--- src/verilog/palette_mem_pkg.sv ---
`default_nettype none

// what the loader sees of the external memory master
package palette_mem_pkg;

  // one byte per read transfer, Doom lumps are byte streams
  typedef logic [7:0] mem_byte_t;                   // read data of the master

  // host address space is 32-bit bytes
  localparam int ADDR_WIDTH_DEFAULT = 32;           // top level default

  // address vectors are sized by the ADDR_WIDTH module parameter,
  // not by a typedef here, so a narrower bus only needs the top level changed

endpackage

`default_nettype wire

--- src/verilog/palette_color_pkg.sv ---
`default_nettype none

// palette entries, colour channels and the loader state encoding
package palette_color_pkg;

  typedef logic [7:0]  color_index_t;               // entry number == pixel value
  typedef logic [7:0]  channel_t;                   // one intensity byte
  typedef logic [1:0]  channel_sel_t;               // r, g or b of an entry
  typedef logic [23:0] rgb_t;                       // {red, green, blue}

  localparam int NUM_CHANNELS    = 3;               // r, g, b banks
  localparam int PALETTE_BYTES   = 768;             // bytes in one PLAYPAL load
  localparam int PALETTE_ENTRIES = PALETTE_BYTES / NUM_CHANNELS; // 256 entries

  localparam channel_sel_t CH_RED   = 2'd0;         // first byte of an entry
  localparam channel_sel_t CH_GREEN = 2'd1;
  localparam channel_sel_t CH_BLUE  = 2'd2;         // last byte of an entry

  // final entry of a load, entry 255 included
  localparam color_index_t LAST_ENTRY = color_index_t'(PALETTE_ENTRIES - 1);

  // read stays high for the whole load, so two states are enough
  typedef enum logic [0:0] {
    LOADER_IDLE,                                    // waiting for start
    LOADER_READING                                  // streaming 768 bytes
  } loader_state_t;

endpackage

`default_nettype wire

--- src/verilog/palette_loader.sv ---
`default_nettype none

module palette_loader
  import palette_mem_pkg::*, palette_color_pkg::*;
#(
  parameter int ADDR_WIDTH = ADDR_WIDTH_DEFAULT     // byte address width
) (
  input  wire                    clk,
  input  wire                    reset,             // sync, active high

  input  wire                    start,             // one-cycle request
  input  wire   [ADDR_WIDTH-1:0] palette_base,      // first byte, from host params
  output logic                   busy,              // high for the whole load

  output logic  [ADDR_WIDTH-1:0] mem_address,       // registered, held under wait
  output logic                   mem_read,          // held high across bytes
  input  wire                    mem_waitrequest,   // only back-pressure
  input  wire   mem_byte_t       mem_readdata,      // valid with an accepted read

  output logic  [NUM_CHANNELS-1:0] bank_write,      // one-hot per channel
  output color_index_t           bank_write_index,  // entry being filled
  output channel_t               bank_write_data    // byte straight from memory
);

  loader_state_t             state;                 // idle or reading
  logic         [ADDR_WIDTH-1:0] address;           // byte on the bus
  color_index_t              entry;                 // entry the byte belongs to
  channel_sel_t              chan;                  // channel the byte belongs to
  channel_sel_t              chan_next;             // wrap 0, 1, 2
  logic [NUM_CHANNELS-1:0]   chan_onehot;           // decoded channel
  logic                      reading;               // state decode
  logic                      accept;                // byte taken this cycle
  logic                      last_byte;             // blue of entry 255

  assign reading   = (state == LOADER_READING);
  assign accept    = reading && !mem_waitrequest;   // read is high while reading
  assign last_byte = accept && (chan == CH_BLUE) && (entry == LAST_ENTRY);

  // replaces the mod-3 bit trick with a plain compare
  assign chan_next   = (chan == CH_BLUE) ? CH_RED : chan + 2'd1;
  assign chan_onehot = NUM_CHANNELS'(1) << chan;    // bank select

  always_ff @(posedge clk) begin
    if (reset) begin
      state   <= LOADER_IDLE;
      address <= '0;
      entry   <= '0;
      chan    <= CH_RED;
    end else begin
      case (state)
        LOADER_IDLE: begin
          if (start) begin                          // base sampled only here
            state   <= LOADER_READING;
            address <= palette_base;
            entry   <= '0;
            chan    <= CH_RED;
          end
        end

        LOADER_READING: begin                       // start ignored while busy
          if (accept) begin
            address <= address + ADDR_WIDTH'(1);    // byte k at base + k
            chan    <= chan_next;
            if (chan == CH_BLUE) begin
              entry <= entry + 8'd1;                // next entry after blue
            end
            if (last_byte) begin
              state <= LOADER_IDLE;                 // read drops next cycle
            end
          end
        end

        default: begin
          state <= LOADER_IDLE;                     // recover from bad encoding
        end
      endcase
    end
  end

  assign busy        = reading;
  assign mem_read    = reading;
  assign mem_address = address;

  // bank write lands in the same cycle the byte is accepted
  assign bank_write       = accept ? chan_onehot : '0;
  assign bank_write_index = entry;
  assign bank_write_data  = mem_readdata;           // gamma is identity in Doom

endmodule

`default_nettype wire

--- config.mk ---
export PLATFORM = sky130hd
export DESIGN_NAME = palette_loader
export DESIGN_NICKNAME = d
export VERILOG_FILES = /design/src/verilog/palette_mem_pkg.sv /design/src/verilog/palette_color_pkg.sv /design/src/verilog/palette_loader.sv
export SDC_FILE = /design/constraint.sdc
export NUM_CORES = 1
export LEC_CHECK = 0
export ABC_AREA = 0
export BUFFER_PORTS_ARGS = -buffer_cell sky130_fd_sc_hd__clkbuf_2
export CAP_MARGIN = 10
export CORE_MARGIN = 2
export CORE_UTILIZATION = 44
export DETAILED_ROUTE_END_ITERATION = 6
export PLACE_DENSITY = 0.76
export SLEW_MARGIN = 20
export SYNTH_ARGS = -nofsm -noshare
export SYNTH_HDL_FRONTEND = slang
export SYNTH_SLANG_ARGS = --single-unit
--- constraint.sdc ---
create_clock -name clk -period 1.8 [get_ports clk]
set_clock_uncertainty 0.05 [all_clocks]
set_input_delay 0.36 -clock clk [delete_from_list [all_inputs] [get_ports clk]]
set_output_delay 0.36 -clock clk [all_outputs]
set_load 0.05 [all_outputs]
---- Word-level counts from Yosys, hierarchy flattened ----
Cells that the tools add are included.
word-level totals
  word-level logic and storage cells ...... 36
  output and inout port bits .............. 53
  flip-flop bits (word level) ............. 43
  input port bits ......................... 44
operators by class
  add/subtract/negate cells ............... 3
  multiplexer cells ....................... 16
  reduce and logical (&&, ||, !) cells .... 6
  equal/unequal tests ..................... 5
  bitwise logic cells ..................... 1
  shifts and indexed selects .............. 1
operators with widths
  kind                                                   number
  2-to-1 mux 32 bit                                      2
  case mux 32 bit (2 select lines)                       1
  adder 32 x 1 -> 32 bit, second input constant          1
  2-to-1 mux 8 bit                                       3
  case mux 8 bit (2 select lines)                        1
  adder 8 x 1 -> 8 bit, second input constant            1
  equality test 8 bit, second input constant             1
  2-to-1 mux 2 bit                                       3
  inequality test 2 x 1 -> 1 bit, second input constant  2
  case mux 2 bit (2 select lines)                        1
  logical AND 1 bit                                      3
  2-to-1 mux 1 bit                                       3
  2-to-1 mux 3 bit                                       1
  AND reduction 3 bit                                    1
  << shifter 1 x 2 -> 3 bit, first input constant        1
  adder 2 x 1 -> 2 bit, second input constant            1
  equality test 2 bit, second input constant             1
  inequality test 2 bit, second input constant           1
  case mux 1 bit (2 select lines)                        1
  AND reduction 2 bit                                    1
  zero test 1 bit                                        1
  NOT 1 bit                                              1

---- Depth between registers and ports, before layout ----
  word-level depth ........................ 7
  mapped depth ............................ 8
  gate-level depth less buffers ........... 6

---- Least setup slack after synthesis ----
OpenSTA, ideal clock, no wires.
  path type ............................... register -> output
  from .................................... reg state (netlist: busy)
  to ...................................... out bank_write[1]
  path slack .............................. -0.934 ns
  data arrival time ....................... 2.324 ns
  cell stages (with the launch flop) ...... 4
  buffers on the path ..................... 1
  required time ........................... 1.390 ns
  cells stage by stage .................... dfxtp_1 -> nand2b_1 -> clkbuf_1 -> nor3b_1
on the way
  word-level cells in the longest chain between the ends .. 2
ends and longest elaborated chain
  item                    RTL line              text
  start, declared         palette_loader.sv:25  loader_state_t state;
  start signal, assigned  palette_loader.sv:45  state <= LOADER_IDLE;
  start signal, assigned  palette_loader.sv:53  state <= LOADER_READING;
  start signal, assigned  palette_loader.sv:68  state <= LOADER_IDLE;
  logical AND 1 bit       palette_loader.sv:36  assign accept = reading && !mem_waitrequest;
  2-to-1 mux 3 bit        palette_loader.sv:85  assign bank_write = accept ? chan_onehot : '0;
  end, declared           palette_loader.sv:20  output logic [NUM_CHANNELS-1:0] bank_write,
No other way between the ends.

---- Final worst setup path ----
  from .................................... reg address[5] (netlist: mem_address[5])
  to ...................................... reg address[24] (netlist: mem_address[24])
on the way
  word-level cells in the longest chain between the ends .. 3
ends and longest elaborated chain
  item                              RTL line              text
  start, declared                   palette_loader.sv:26  logic [ADDR_WIDTH-1:0] address;
  start signal, assigned            palette_loader.sv:54  address <= palette_base;
  start signal, assigned            palette_loader.sv:62  address <= address + ADDR_WIDTH'(1);
  adder 32 x 1 -> 32 bit            palette_loader.sv:62
  2-to-1 mux 32 bit                 palette_loader.sv:61  if (accept) begin
  case mux 32 bit (2 select lines)  palette_loader.sv:50  case (state)
No other way between the ends. The select of a mux whose other input is x is not followed.
A chain may end at the register's enable or synchronous reset.

==> metrics.md <==
| Metric | Value |
|---|---|
| Status | complete, but fails checks |
| Failing checks | negative setup slack |
| Crit path time final | between 1.5 and 2 ns |
| Share of layout cells above drive strength 1 | 44.5% |
| Worst setup SP type | register |
| Worst Path Max Fanout | 3 |
| Vias post-DR | 2882 |
| Kind of critical path | register to register |
| Arrival @ worst endpoint | 1.97 ns |
| CTS buffer count | 5 |
| Die X | about 79 um |
| Inserted Diodes | 0 |
| Hold Path Stages | 3 |
| Total GRT Usage | 24.7% |
| Detailed Route WL | 7720 um |
| First-pass DRT Iterations | 4 |
| Clock H-tree levels | 2 |
| LEAKAGE | 1.49 nW |
| Synthesis-stage register bit count | 43 |
| # hold bufs at CTS | 0 |
| Vias/cell | 5.80 |
| Top post-synthesis cells by area | dfxtp_1 (35%), nor2_1 (5.0%), a211oi_1 (3.7%) |
| Synth warnings | 0 |
| Async S/R FF share, synth | 0% |
| Worst VDD drop | roughly 440 uV |
| DIE HEIGHT | 78.7 um |
| Measured slew at the worst slew-check pin | roughly 0.38 ns |
| # IOs | 97 |
| Cell Area, Synth | 0.00245 mm2 |
| Placed cell areas | 0.00331 mm2 |
| Clk_lat worst skew | 0.30 ns |
| Drt drc | 0 |
| CTS sink cnt | 43 |
| Share of the synthesized area in the top cell type | between 30% and 40% |
| Most used DFF post-synth | dfxtp_1 |
| Crit end category | register |
| Final setup viols | 2 |
| Power per cell area | just over 700 mW/mm2 |
| Antenna violations before repair | 0 |
| Wire length of the first global-routing pass | 12200 um |
| Crit share post-route | 102% |
| Antenna Nets Post-Route | 0 |
| Slew Viols, Final | 0 |
| CORE AREA | 0.00544 mm2 |
| WL/cell | 15.5 um |
| Unique cell type count in the Yosys netlist | 48 |
| Data required, critical path | roughly 1.9 ns |
| Syn nets | approximately 350 |
| CTS tree | built |
| Hold Fails Final Rpt | 0 |
| Largest net degree at the start of global routing | 19 |
| Power Total | 2.53 mW |
| Post-Syn Area per Cell | 7.99 um2 |
| R2R depth | 5 |
| Global route overflow | 0 |
| Hold Path Class | input pin to register |
| HPWL Detailed | 5670 um |
| Max Fclk | 546 MHz |
| Die Footprint | 0.00619 mm2 |
| Fin area | 0.00355 mm2 |
| Fin nets | 470 |
| Layout fillers | approximately 470 |
| Vias in the first global route | about 2.6k |
| Area growth syn-to-layout | 44.7% |
| CTS Root Cell | clkbuf_8 |
| Worst-path clk slew | 0.09 ns |
| First DRT Iteration DRCs | between 150 and 200 |
| Number of max-cap violations | 0 |
| Unrepaired setup endpoints after global routing | true |
| EDFF count, synth | 0 |
| Port Buf Inserts | 80 |
| FP Rows | 27 |
| Post-synth top area cell | dfxtp_1 |
| Initial cell density of the core | 45.1% |
| Final Wtd Congestion | 0.862 |
| Bufs on Longest Clock Path | 2 |
| Rel. slew slack | 74.5% |
| Final WS setup | -0.0311 ns |
| Post-Syn Instances | 307 |
| Seq/Total Area, Yosys | 35.1% |
| Pre-CTS setup slack | -0.0706 ns |
[layout by cell type (no fill, tap or decap), types with 2 or more instances in the layout]
master and instances:
dfxtp_2 16, and3_1 8, nor4_1 3, inv_1 6
buf_6 4, o21bai_1 2, clkbuf_2 77, a31oi_1 2
nor2_1 32, dfxtp_4 7, clkbuf_8 6, xnor2_1 4
nand3_1 14, mux2i_1 4, o31a_1 2, and4_1 4
nand2_1 20, o21ai_0 12, nor2b_2 2, o22ai_1 7
a2111oi_2 2, nor3_1 11, buf_4 55, a21oi_1 14
a211oi_1 12, nor4_2 2, nand4_1 14, a22oi_1 8
or3_1 3, xor2_1 7, dfxtp_1 20, a2111oi_0 2
nor3_2 2, nand2b_1 5, a311oi_1 5, nor4_4 2
[kinds of logic after synthesis]
group           synth area share [%]
simple gates                    28.7
compound gates                  22.9
flops                           35.1
buf+inv                         6.73
xor+xnor                        3.93
mux                             1.63
fa+ha+maj                       1.02
[repair_timing]
item / CTS / global route
endpoints found under the hold margin: 0 / 0
buffers inserted: 2 / 2
pin swaps: 7 / 5
setup endpoints to repair: 8 / 20
gates resized for setup: 7 / 18
[area by class of cell]
cell class / instances / area [um2] / share of cell area (%)
timing repair buffer: 138 / 877 / 24.7
tap: 72 / 90.1 / 2.54
sequential: 43 / 907 / 25.6
multi-input combinational: 230 / 1550 / 43.5
inverter: 6 / 22.5 / 0.634
clock buffer: 5 / 68.8 / 1.94
clock inverter: 3 / 38.8 / 1.09
[power by group]
| group | switching, mW | internal, mW |
|---|---|---|
| clock | 0.340 | 0.407 |
| combinational | 0.455 | 0.247 |
| sequential | 0.0639 | 1.02 |
| total | 0.860 | 1.67 |
[worst max-delay path, cell delays in order, from the launching register on]
cell and delay, ns:
dfxtp_4 0.35, nand4_1 0.15, or4_4 0.56, or4_1 0.47, nand2_1 0.09, a221oi_2 0.05
[per-layer routing]
layer	routed length [um]	track usage [%]	part of all wire, %
met1	3300	32.1	43
met2	3640	40.2	47
met3	608	5.06	7.9
met4	172	9.65	2.2
met5	0	0	0
[registers in the layout, indices dropped and copies added (netlist names)]
name / count
bank_write_index: 8
mem_address: 32
chan: 2
busy: 1
[final timing paths]
path                           startpoint                           end  slack [ns]
max reg2reg   mem_address[5]$_SDFFE_PP0P_  mem_address[24]$_SDFFE_PP0P_       -0.03
min                       palette_base[0]   mem_address[0]$_SDFFE_PP0P_        0.27
min reg2reg  mem_address[18]$_SDFFE_PP0P_  mem_address[18]$_SDFFE_PP0P_        0.45
max           mem_address[5]$_SDFFE_PP0P_  mem_address[24]$_SDFFE_PP0P_       -0.03
[synthesized netlist by cell type (2+ instances only)]
cell type and instances:
o21ai_0 13, clkbuf_1 16, or3_1 3, nand2b_1 6, a211oi_1 12, buf_4 9
nor3_1 13, o22ai_1 7, o21bai_1 2, a2111oi_0 3, nand4_1 14, xnor2_1 4
ha_1 2, and3_1 8, a221oi_1 2, a22oi_1 8, dfxtp_1 43, a311oi_1 5
nor2_1 33, nand2_1 20, mux2i_1 4, buf_2 3, a31oi_1 2, a21oi_1 15
and4_1 4, nand3_1 14, or4_1 2, nor2b_1 3, xor2_1 7, nor4_1 6
inv_1 6, o31a_1 2
[through the flow]
| stage | utilization, % | cells | hold slack [ns] | setup TNS [ns] |
|---|---|---|---|---|
| after global routing | 65.3 | 497 | 0.278 | -0.482 |
| after floorplan | - | 307 | 0.464 | -1.45 |
| after CTS | 63.7 | 495 | 0.258 | -0.0428 |
| after detailed placement | 60.9 | 486 | 0.437 | -0.124 |
| final | 65.3 | 497 | 0.266 | -0.0323 |
| after global placement | 60.9 | 486 | 0.434 | -0.0897 |
Power figures use the tool's default switching activity.
