**config.mk**
```make
export PLATFORM = sky130hd
export DESIGN_NAME = palette_lookup
export DESIGN_NICKNAME = d
export VERILOG_FILES = /design/src/verilog/palette_color_pkg.sv /design/src/verilog/palette_lookup.sv
export SDC_FILE = /design/constraint.sdc
export NUM_CORES = 1
export LEC_CHECK = 0
export BUFFER_PORTS_ARGS = -buffer_cell sky130_fd_sc_hd__buf_4
export CAP_MARGIN = 20
export CELL_PAD_IN_SITES_DETAIL_PLACEMENT = 1
export CELL_PAD_IN_SITES_GLOBAL_PLACEMENT = 2
export CORE_AREA = 2 2 68 70
export CTS_BUF_LIST = sky130_fd_sc_hd__clkbuf_8
export DETAILED_ROUTE_END_ITERATION = 12
export DIE_AREA = 0 0 70 72
export PLACE_DENSITY_LB_ADDON = 0.1
export SLEW_MARGIN = 25
export SYNTH_ARGS = -nofsm -noshare
export SYNTH_HDL_FRONTEND = slang
export SYNTH_SLANG_ARGS = --single-unit
```
**constraint.sdc**
```tcl
create_clock -name clk -period 1.34 [get_ports clk]
set_input_delay 0.201 -clock clk [delete_from_list [all_inputs] [get_ports clk]]
set_output_delay 0.201 -clock clk [all_outputs]
set_load 0.005 [all_outputs]
```
**src/verilog/palette_color_pkg.sv**
```systemverilog
`default_nettype none

// palette entries, colour channels and the loader state encoding
package palette_color_pkg;

  typedef logic [7:0]  color_index_t;               // entry number == pixel value
  typedef logic [7:0]  channel_t;                   // one intensity byte
  typedef logic [1:0]  channel_sel_t;               // r, g or b of an entry
  typedef logic [23:0] rgb_t;                       // {red, green, blue}

  localparam int NUM_CHANNELS    = 3;               // r, g, b banks
  localparam int PALETTE_BYTES   = 768;             // bytes in one PLAYPAL load
  localparam int PALETTE_ENTRIES = PALETTE_BYTES / NUM_CHANNELS; // 256 entries

  localparam channel_sel_t CH_RED   = 2'd0;         // first byte of an entry
  localparam channel_sel_t CH_GREEN = 2'd1;
  localparam channel_sel_t CH_BLUE  = 2'd2;         // last byte of an entry

  // final entry of a load, entry 255 included
  localparam color_index_t LAST_ENTRY = color_index_t'(PALETTE_ENTRIES - 1);

  // read stays high for the whole load, so two states are enough
  typedef enum logic [0:0] {
    LOADER_IDLE,                                    // waiting for start
    LOADER_READING                                  // streaming 768 bytes
  } loader_state_t;

endpackage

`default_nettype wire

```
**src/verilog/palette_lookup.sv**
```systemverilog
`default_nettype none

module palette_lookup
  import palette_color_pkg::*;
(
  input  wire                 clk,
  input  wire                 reset,                // sync, active high

  input  wire                 pixel_valid,          // one pixel per cycle max
  input  wire                 pixel_blank,          // force black
  input  wire   color_index_t pixel_index,          // 8-bit Doom pixel

  output color_index_t        bank_read_index,      // address to all banks
  input  wire   channel_t [NUM_CHANNELS-1:0] bank_read_data, // r, g, b one cycle later

  output logic                color_valid,          // pixel_valid delayed by 2
  output rgb_t                color                 // registered 24-bit colour
);

  logic [1:0] valid_sr;                             // [0] with bank data, [1] with output
  logic       blank_d1;                             // lines up with bank data
  rgb_t       color_next;                           // packed bank data or black

  // banks register the read, so the index goes out unregistered
  assign bank_read_index = pixel_index;

  always_ff @(posedge clk) begin
    if (reset) begin
      valid_sr <= '0;
    end else begin
      valid_sr <= {valid_sr[0], pixel_valid};       // two in flight at most
    end
  end

  always_ff @(posedge clk) begin
    blank_d1 <= pixel_blank;                        // payload, only meaningful with valid
  end

  assign color_next = blank_d1 ? '0 :
                      {bank_read_data[CH_RED],      // red in the top byte
                       bank_read_data[CH_GREEN],
                       bank_read_data[CH_BLUE]};

  always_ff @(posedge clk) begin
    if (valid_sr[0]) begin
      color <= color_next;                          // hold between pixels
    end
  end

  assign color_valid = valid_sr[1];

endmodule

`default_nettype wire

```
### Word-level counts from Yosys, hierarchy flattened

Cells that the tools add are included.
Widths: inputs -> output; s select.

| storage, ports and cells | value |
|---|---|
| output and inout bits | 33 |
| register bits | 27 |

### Longest topological paths before layout

Gate-level depths: netlist (run 1).

| logic depth | value |
|---|---|
| depth after elaboration | 0 |
| mapped depth | 2 |

### Worst setup path before layout (run 1)

OpenSTA, ideal clock, no wires.

| timing path | value |
|---|---|
| path type | reg-to-reg |
| start point | reg valid_sr[0] |
| end point | reg color[0], enable pin |
| slack | 156 ps |
| setup time | 382 ps |
| clock period less this slack | 1184 ps |
| arrival time | 802 ps |
| stages on the path, launching flop included | 1 |
| path through | dfxtp_1 |

RTL lines:

| what | RTL line | text |
|---|---|---|
| from (decl) | palette_lookup.sv:20 | `logic [1:0] valid_sr;` |
| from (signal assigned) | palette_lookup.sv:31 | `valid_sr <= {valid_sr[0], pixel_valid};` |
| to (signal assigned) | palette_lookup.sv:46 | `color <= color_next;` |
| to (decl) | palette_lookup.sv:17 | `output rgb_t color` |

No word-level cell between the ends.

### Final worst setup path (run 1)

| timing path | value |
|---|---|
| start point | reg blank_d1 |
| end point | reg color[22], data pin |

RTL lines:

| what | RTL line | text |
|---|---|---|
| from (decl) | palette_lookup.sv:21 | `logic blank_d1;` |
| from (signal assigned) | palette_lookup.sv:36 | `blank_d1 <= pixel_blank;` |

No word-level cell between the ends.

==> impl_summary.log, run 1 <==
[metrics] antenna-violating nets left: 0
[metrics] global-route usage over all layers: 0.0830
[metrics] beginning of the critical path: blank_d1
[metrics] post-synth net total: ~100
[metrics] critical path startpoint category: flip-flop
[metrics] remaining routing DRC violations: 0
[metrics] total negative slack: 0 ns
[metrics] number of CTS-inserted buffers: 3
[metrics] via count: around 630
[metrics] cells resized by post-CTS repair: 0
[metrics] FF+latch count, synth: 27
[metrics] Worst slew margin: 0.909
[metrics] count of nets after finishing: 149
[metrics] Worst setup EP type: flip-flop
[metrics] area of combinational cells with multiple inputs: about 200 um2
[metrics] Final setup viols: 0
[metrics] slew at the pin closest to its max-slew limit: 0.137 ns
[metrics] std cell rows: 24
[metrics] number of flops mapped to enable cells by yosys: 24
[metrics] result of the run: finished, final reports clean
[metrics] number of top-level design ports: slightly below 70
[metrics] Switching Power: 303 uW
[metrics] clock network fraction of total power: 0.275
[metrics] largest net degree at the start of global routing: 25
[metrics] vias per inst: 3.86
[metrics] worst hold path depth: 1
[metrics] Die Outline Area: between 0.005 and 0.006 mm2
[metrics] share of final-layout standard cells stronger than drive strength 1: 0.643
[metrics] RSZ-0062 raised after global routing: no
[metrics] cell-internal power: 1.28 mW
[metrics] ys async rst share: 0
[metrics] Power per Cell Area: 1040 mW/mm2
[metrics] kind of path behind the tightest hold check: input pin to flip-flop
[metrics] Crit path arrival time: 1.05 ns
[metrics] Mapped Area: 0.00107 mm2
[metrics] top_reg_cell synth: sky130_fd_sc_hd__edfxtp_1
[metrics] period utilisation layout: 0.762
[metrics] worst reg2reg startpoint: blank_d1
[metrics] register area share after synthesis: 0.732
[metrics] total of fill cells in the finished design: between 400 and 500
[metrics] library cell with the highest instance count after synthesis: sky130_fd_sc_hd__edfxtp_1
[metrics] final critical-path required period: between 1 and 1.5 ns
[metrics] starting utilization of the core area: 0.250
[metrics] syn_area_per_cell: approximately 17 um2
[metrics] flop2flop setup slack: 0.32 ns
[metrics] CTS tree: built
[metrics] sw frac: 0.191
[metrics] pins over their slew limit: 0
[metrics] number of H-tree branching levels: 1
[metrics] Die X: ~70 um
[metrics] worst clock skew: roughly 0.0022 ns
[metrics] Crit Path Category: flip-flop to flip-flop
[metrics] ranking of synthesized cells by instance count: sky130_fd_sc_hd__edfxtp_1 (24), sky130_fd_sc_hd__nor2b_2 (14), sky130_fd_sc_hd__buf_4 (8), sky130_fd_sc_hd__nor2b_1 (8), sky130_fd_sc_hd__and2b_1 (4)
[metrics] initial antenna violation count: 0
[metrics] fin area: ~0.0015 mm2
[metrics] biggest fanout along the worst timing path: 10
[metrics] cell count after synthesis: 63
[metrics] vertical extent of the die: 72 um
[metrics] number of global-route vias before repair: ~680
[metrics] reported leakage power: about 0.64 nW
[metrics] data required time at the worst endpoint: ~1.4 ns
[metrics] synth top area cells: sky130_fd_sc_hd__edfxtp_1 (68%), sky130_fd_sc_hd__nor2b_2 (12%), sky130_fd_sc_hd__dfxtp_1 (5.6%), sky130_fd_sc_hd__buf_4 (5.6%), sky130_fd_sc_hd__nor2b_1 (4.7%)
[metrics] Max VDD drop: between 0.3 and 0.4 mV
[metrics] sink of the worst hold path: blank_d1
[metrics] number of sinks driven by the clock tree: 27
[metrics] post-synth cell types: 7
[metrics] clock root cell: sky130_fd_sc_hd__clkbuf_8
[metrics] startpoint of the tightest hold check path: pixel_blank
[metrics] clock input transition at the sequential cells of the worst setup and hold paths: roughly 0.090 ns
[metrics] worst flop-to-flop path endpoint: color[22]
[metrics] FF/Latch Area: 781 um2
[metrics] number of antenna cells inserted: 0
[metrics] number of max-cap violations: 0
[metrics] R2R cell count: 2
[metrics] TritonRoute pass-1 iters: 2
[metrics] clock buffer depth: 2
[metrics] Comb power frac: 0.114
[metrics] total of warnings raised by yosys: 0
[metrics] Detailed Route WL: around 2000 um
[metrics] cell area after placement: approximately 0.0015 mm2
[metrics] total core area: around 0.0043 mm2
[metrics] RD Place Congestion: 0.642
[metrics] wire length of the first global-routing pass: 3280 um
[metrics] remaining global-route overflow: 0
[metrics] post-synth top area cell: sky130_fd_sc_hd__edfxtp_1
[metrics] worst skew pair latency: between 0.2 and 0.3 ns
[metrics] synthesis-to-layout area growth: 43.7%
[metrics] WL per Instance: 12.2 um
[metrics] part of the power in registers: 0.610
[metrics] top-area cell type share of the netlist area: 0.676
[metrics] hold-fix buffers at CTS: 0
[metrics] FMAX: slightly below 1 GHz
[metrics] number of violations reported at the end of detailed-routing iteration 0: 19
[metrics] Final Hold Violating Endpoints: 0
[metrics] Post-CTS Repair Setup Buffers: 0
[metrics] number of buffers added on ports: 52
[power groups by stage]
| stage | logic, mW | clock network (mW) | registers (mW) |
|---|---|---|---|
| final | 0.181 | 0.437 | 0.967 |
| after global routing | 0.198 | 0.496 | 0.971 |
| after CTS | 0.187 | 0.464 | 0.968 |
| after detailed placement | 0.187 | 0 | 0.987 |
| after global placement | 0.183 | 0 | 0.986 |
| after floorplan | 0.0671 | 0 | 1.00 |
[cell families (layout without fill, tap and decap cells)]
logic type / count (synthesis) / count (layout) / synth area share
AND/OR/NAND/NOR: 26 / 26 / 0.190
buffers and inverters: 10 / 59 / 0.0775
flip-flops: 27 / 27 / 0.732
[state kept, by name, indices dropped and copies added, names as in the netlist]
signal / cells
valid_sr: 2
blank_d1: 1
color: 24
[metal layers]
layer / track usage / share of wire / vias up
met4: 0.0385 / 0.010 / 0
met3: 0.0278 / 0.088 / 6
li1: - / - / 300
met1: 0.0887 / 0.34 / 300
met5: 0 / 0 / -
met2: 0.149 / 0.57 / 27
[critical path: stages, from the launching register on]
cell and delay, ns:
sky130_fd_sc_hd__dfxtp_1 0.38, sky130_fd_sc_hd__buf_4 0.20, sky130_fd_sc_hd__and2b_1 0.20
[cell type report]
class,count,area share
sequential,27,0.510
timing repair buffer,55,0.286
multi-input combinational,26,0.132
tap,52,0.0425
clock buffer,3,0.0270
clock inverter,1,0.00245
[per-stage QoR]
step / std cells / worst slack [ns] / util / total power, mW / hold slack, ns
after floorplan: 63 / 0.156 / - / 1.07 / 0.229
after global placement: 160 / 0.349 / 0.349 / 1.17 / 0.308
after detailed placement: 160 / 0.307 / 0.349 / 1.17 / 0.307
after CTS: 164 / 0.305 / 0.359 / 1.62 / 0.0253
after global routing: 164 / 0.284 / 0.359 / 1.67 / 0.0227
final: 164 / 0.319 / 0.359 / 1.59 / 0.0351
[cells in the final DEF, fill, tap and decap left out]
master / Yosys / layout
sky130_fd_sc_hd__and2b_1: 4 / 4
sky130_fd_sc_hd__nor2b_1: 8 / 8
sky130_fd_sc_hd__nor2b_2: 14 / 14
sky130_fd_sc_hd__clkbuf_8: 0 / 3
sky130_fd_sc_hd__buf_4: 8 / 53
sky130_fd_sc_hd__edfxtp_1: 24 / 24
sky130_fd_sc_hd__dfxtp_1: 3 / 3
sky130_fd_sc_hd__inv_1: 0 / 1
sky130_fd_sc_hd__buf_12: 0 / 2
[worst max path at each step]
stage | end | slack [ns]
6_report | color[22] | 0.32
5_1_grt | color[22] | 0.28
4_1_cts | color[22] | 0.30
3_5_place_dp | color[22] | 0.31
3_3_place_gp | color[1] | 0.35
2_1_floorplan | color[0] | 0.16
No activity file was read; power rests on OpenSTA's default activity.
==> run 2: changes to the inputs <==
Settings changed: ABC_AREA set to 1, CORE_AREA 2 2 68 70 to 2 2 70 72, DIE_AREA 0 0 70 72 to 0 0 72 74.
Clock period 1.34 ns to 1 ns, I/O delays scaled along.
==> run 2 against run 1 <==
  * Core utilization decreased by 2.6 points
  * Die area increased by 5.7%
  * Synthesized area shrank 0.70%
  * Register-to-register slack worse by 0.15 ns
  * Worst hold slack improved by 0.0014 ns
  * Non-clock buffer count is 2 higher
  * Final area is essentially flat
  * Setup slack lost 0.27 ns
  * Critical endpoint is now color[23]
  * Largest cell class unchanged
  * Largest power group unchanged
==> impl_summary.log, run 2 <==
[metrics] result of the run: finished, final reports clean
[metrics] count of nets after finishing: 177 (+19%)
[metrics] ys async rst share: 0 (unchanged)
[metrics] R2R cell count: 2 (unchanged)
[metrics] Switching Power: 420 uW (+39%)
[metrics] clock input transition at the sequential cells of the worst setup and hold paths: 0.09 ns (about the same)
[metrics] vias per inst: 3.73 (-3.3%)
[metrics] register area share after synthesis: 0.738 (+0.00519)
[metrics] FF+latch count, synth: 27 (unchanged)
[metrics] total of warnings raised by yosys: 0 (unchanged)
[metrics] detailed-placement wirelength estimate: 1660 um
[metrics] total negative slack: 0 ns (unchanged)
[metrics] period utilisation layout: 0.953
[metrics] flop2flop setup slack: 0.17 ns (-0.15 ns)
[metrics] synthesis-to-layout area growth: 44.8%
[metrics] sink of the worst hold path: valid_sr[1]
[metrics] starting utilization of the core area: 0.230 (-0.0198)
[metrics] met3 usage in global routing: 0.0244 (-0.00339)
[metrics] FMAX: 1.05 GHz
[metrics] Die X: 72 um (+2.9%)
[metrics] worst flop-to-flop path endpoint: color[13]
[metrics] ranking of synthesized cells by instance count: sky130_fd_sc_hd__inv_1 (26), sky130_fd_sc_hd__nor2_1 (26), sky130_fd_sc_hd__edfxtp_1 (24), sky130_fd_sc_hd__buf_4 (8), sky130_fd_sc_hd__dfxtp_1 (3)
[metrics] biggest fanout along the worst timing path: 1 (-9)
[metrics] cell count after synthesis: 89 (+41%)
[metrics] number of max-cap violations: 0 (unchanged)
[metrics] Final Hold Violating Endpoints: 0 (unchanged)
[metrics] Regs by FF count: color (24), valid_sr (2), blank_d1 (1)
[metrics] delay of the slowest cell on the worst path: 0.39 ns (about the same)
[metrics] via count: 724 (+14%)
[metrics] number of flops mapped to enable cells by yosys: 24 (unchanged)
[metrics] CTS tree: built
[metrics] routing usage on met2: 0.137 (-0.0124)
[metrics] pins over their slew limit: 0 (unchanged)
[metrics] Detailed Route WL: 2140 um (+6.4%)
[metrics] kind of path behind the tightest hold check: input pin to flip-flop
[metrics] WL per Instance: 11.0 um (-10%)
[metrics] Largest Register: color
[metrics] number of sinks driven by the clock tree: 27 (unchanged)
[metrics] Final setup viols: 0 (unchanged)
[metrics] Mapped Area: 0.00106 mm2 (-0.70%)
[metrics] top-area cell type share of the netlist area: 0.681 (+0.00479)
[metrics] Worst setup EP type: primary output
[metrics] worst skew pair latency: 0.26 ns (about the same)
[metrics] gr busiest metal: met2
[metrics] PnR worst setup slack: 0.0466 ns (-0.272 ns)
[metrics] FF/Latch Area: 782 um2 (+0.16%)
[metrics] total of fill cells in the finished design: 519 (+11%)
[metrics] part of the power in registers: 0.610 (about the same)
[metrics] GR Layer Usage met1: 0.0949 (+0.00626)
[metrics] largest net degree at the start of global routing: 17 (-32%)
[metrics] data required time at the worst endpoint: 0.85 ns (-0.52 ns)
[metrics] cell-by-cell listing of the critical path: buf_4
[metrics] number of H-tree branching levels: 1 (unchanged)
[metrics] final critical-path required period: around 0.95 ns
[metrics] TritonRoute pass-1 iters: 4 (+2)
[metrics] Comb power frac: 0.113 (about the same)
[metrics] startpoint of the tightest hold check path: reset
[metrics] initial antenna violation count: 0 (unchanged)
[metrics] area of combinational cells with multiple inputs: 97.6 um2 (-52%)
[metrics] global-route usage over all layers: 0.0819 (-0.00110)
[metrics] most common library cell in the layout ignoring fill and taps: sky130_fd_sc_hd__buf_4
[metrics] vertical extent of the die: 74 um (+2.8%)
[metrics] worst setup timing slack at the placement stage: 0.165 ns (-0.142 ns)
[metrics] cell-internal power: 1.70 mW (+33%)
[metrics] most used cells in the layout excluding fill and tap cells: sky130_fd_sc_hd__buf_4 (55), sky130_fd_sc_hd__inv_1 (27), sky130_fd_sc_hd__nor2_1 (26)
[metrics] top_reg_cell synth: sky130_fd_sc_hd__edfxtp_1
[metrics] number of violations reported at the end of detailed-routing iteration 0: 42 (+23)
[metrics] Crit Path Category: flip-flop to primary output
[metrics] number of antenna cells inserted: 0 (unchanged)
[metrics] post-layout util: 0.333 (-0.0258)
[metrics] clock buffer depth: 2 (unchanged)
[metrics] wire length of the first global-routing pass: 3180 um (-3.2%)
[metrics] synth top area cells: sky130_fd_sc_hd__edfxtp_1 (68%), sky130_fd_sc_hd__inv_1 (9.2%), sky130_fd_sc_hd__nor2_1 (9.2%), sky130_fd_sc_hd__dfxtp_1 (5.7%), sky130_fd_sc_hd__buf_4 (5.7%)
[metrics] Crit path arrival time: 0.80 ns (-0.25 ns)
[metrics] critical path buffer and inverter count: 1 (unchanged)
[metrics] post-synth top area cell: sky130_fd_sc_hd__edfxtp_1
[metrics] number of buffers added on ports: 52 (unchanged)
[metrics] RD Place Congestion: 0.659 (+2.7%)
[metrics] worst reg2reg startpoint: blank_d1
[metrics] clock root cell: sky130_fd_sc_hd__clkbuf_8
[metrics] number of CTS-inserted buffers: 3 (unchanged)
[metrics] delay-heaviest family, CP: flip-flops
[metrics] worst hold path depth: 2 (+1)
[metrics] number of top-level design ports: 69 (unchanged)
[metrics] worst clock skew: 0.00122 ns (-0.000997 ns)
[metrics] critical path startpoint category: flip-flop
[metrics] antenna-violating nets left: 0 (unchanged)
[metrics] syn_area_per_cell: 11.9 um2 (-30%)
[metrics] share of final-layout standard cells stronger than drive strength 1: 0.429 (-0.214)
[metrics] number of global-route vias before repair: 681 (+0.29%)
[metrics] Die Outline Area: 0.00533 mm2 (+5.7%)
[metrics] Post-CTS Repair Setup Buffers: 0 (unchanged)
[metrics] Worst slew margin: 0.911 (+0.00201)
[metrics] total core area: 0.00460 mm2 (+7.8%)
[metrics] sw frac: 0.198 (+0.00700)
[metrics] Power per Cell Area: 1390 mW/mm2 (+34%)
[metrics] remaining routing DRC violations: 0 (unchanged)
[metrics] crit path max-delay cell type: sky130_fd_sc_hd__edfxtp_1
[metrics] remaining global-route overflow: 0 (unchanged)
[metrics] reported leakage power: 0.752 nW (+17%)
[metrics] RSZ-0062 raised after global routing: no
[metrics] post-synth net total: 125 (+26%)
[metrics] Max VDD drop: 0.516 mV (+45%)
[metrics] post-synth cell types: 6 (-1)
[metrics] slew at the pin closest to its max-slew limit: 0.133 ns (-0.00351 ns)
[metrics] final hold slack: 0.0365 ns (+0.00142 ns)
[metrics] std cell rows: 25 (+4.2%)
[metrics] number of flip-flops under the largest register name: 24 (unchanged)
[metrics] clock network fraction of total power: 0.277 (+0.002)
[run 2: power groups by stage]
stage               logic [mW]  clock network [mW]  registers (mW)
finish                   0.240               0.587            1.30
global route             0.268               0.653            1.30
CTS                      0.248               0.615            1.30
detailed placement       0.245                   0            1.32
global placement         0.240                   0            1.32
floorplan               0.0802                   0            1.34
[run 2: final cells by class]
type | count | area share
Timing Repair Buffer | 57 | 0.289
Sequential cell | 27 | 0.510
Tap cell | 54 | 0.0441
Inverter | 26 | 0.0637
Multi-Input combinational cell | 26 | 0.0637
Clock buffer | 3 | 0.0269
Clock inverter | 1 | 0.00245
[run 2: timing repair]
item | CTS | global route
hold buffers | 1 | 0
hold endpoints to repair | 1 | 0
resized for setup | 0 | 0
[run 2: how the worst max path moves through the flow]
stage                startpoint         to  cells after the start
floorplan           valid_sr[0]   color[0]                      0
global placement       blank_d1  color[20]                      2
detailed placement     blank_d1  color[12]                      2
CTS                   color[13]  color[13]                      1
global route           color[7]   color[7]                      1
finish                color[23]  color[23]                      1
[run 2: kinds of logic (layout without fill, tap and decap cells)]
logic type,after synthesis,after routing,share of synthesized area
simple gates,26,26,0.0922
flops,27,27,0.738
buf+inv,36,87,0.170
[run 2: metal layers]
metal  part of all wire  wire length, um  vias to the layer above
met1               0.39              842                      333
li1                   -                -                      357
met4              0.018               38                        0
met2               0.51             1090                       30
met5                  0                0                        -
met3              0.076              162                        4
[run 2: stage by stage]
stage,instance area [um2],power (mW),instances
6_report,1530,2.12,194
5_1_grt,1530,2.22,194
4_1_cts,1530,2.16,194
3_5_place_dp,1480,1.57,189
3_3_place_gp,1480,1.56,189
2_1_floorplan,1060,1.42,89
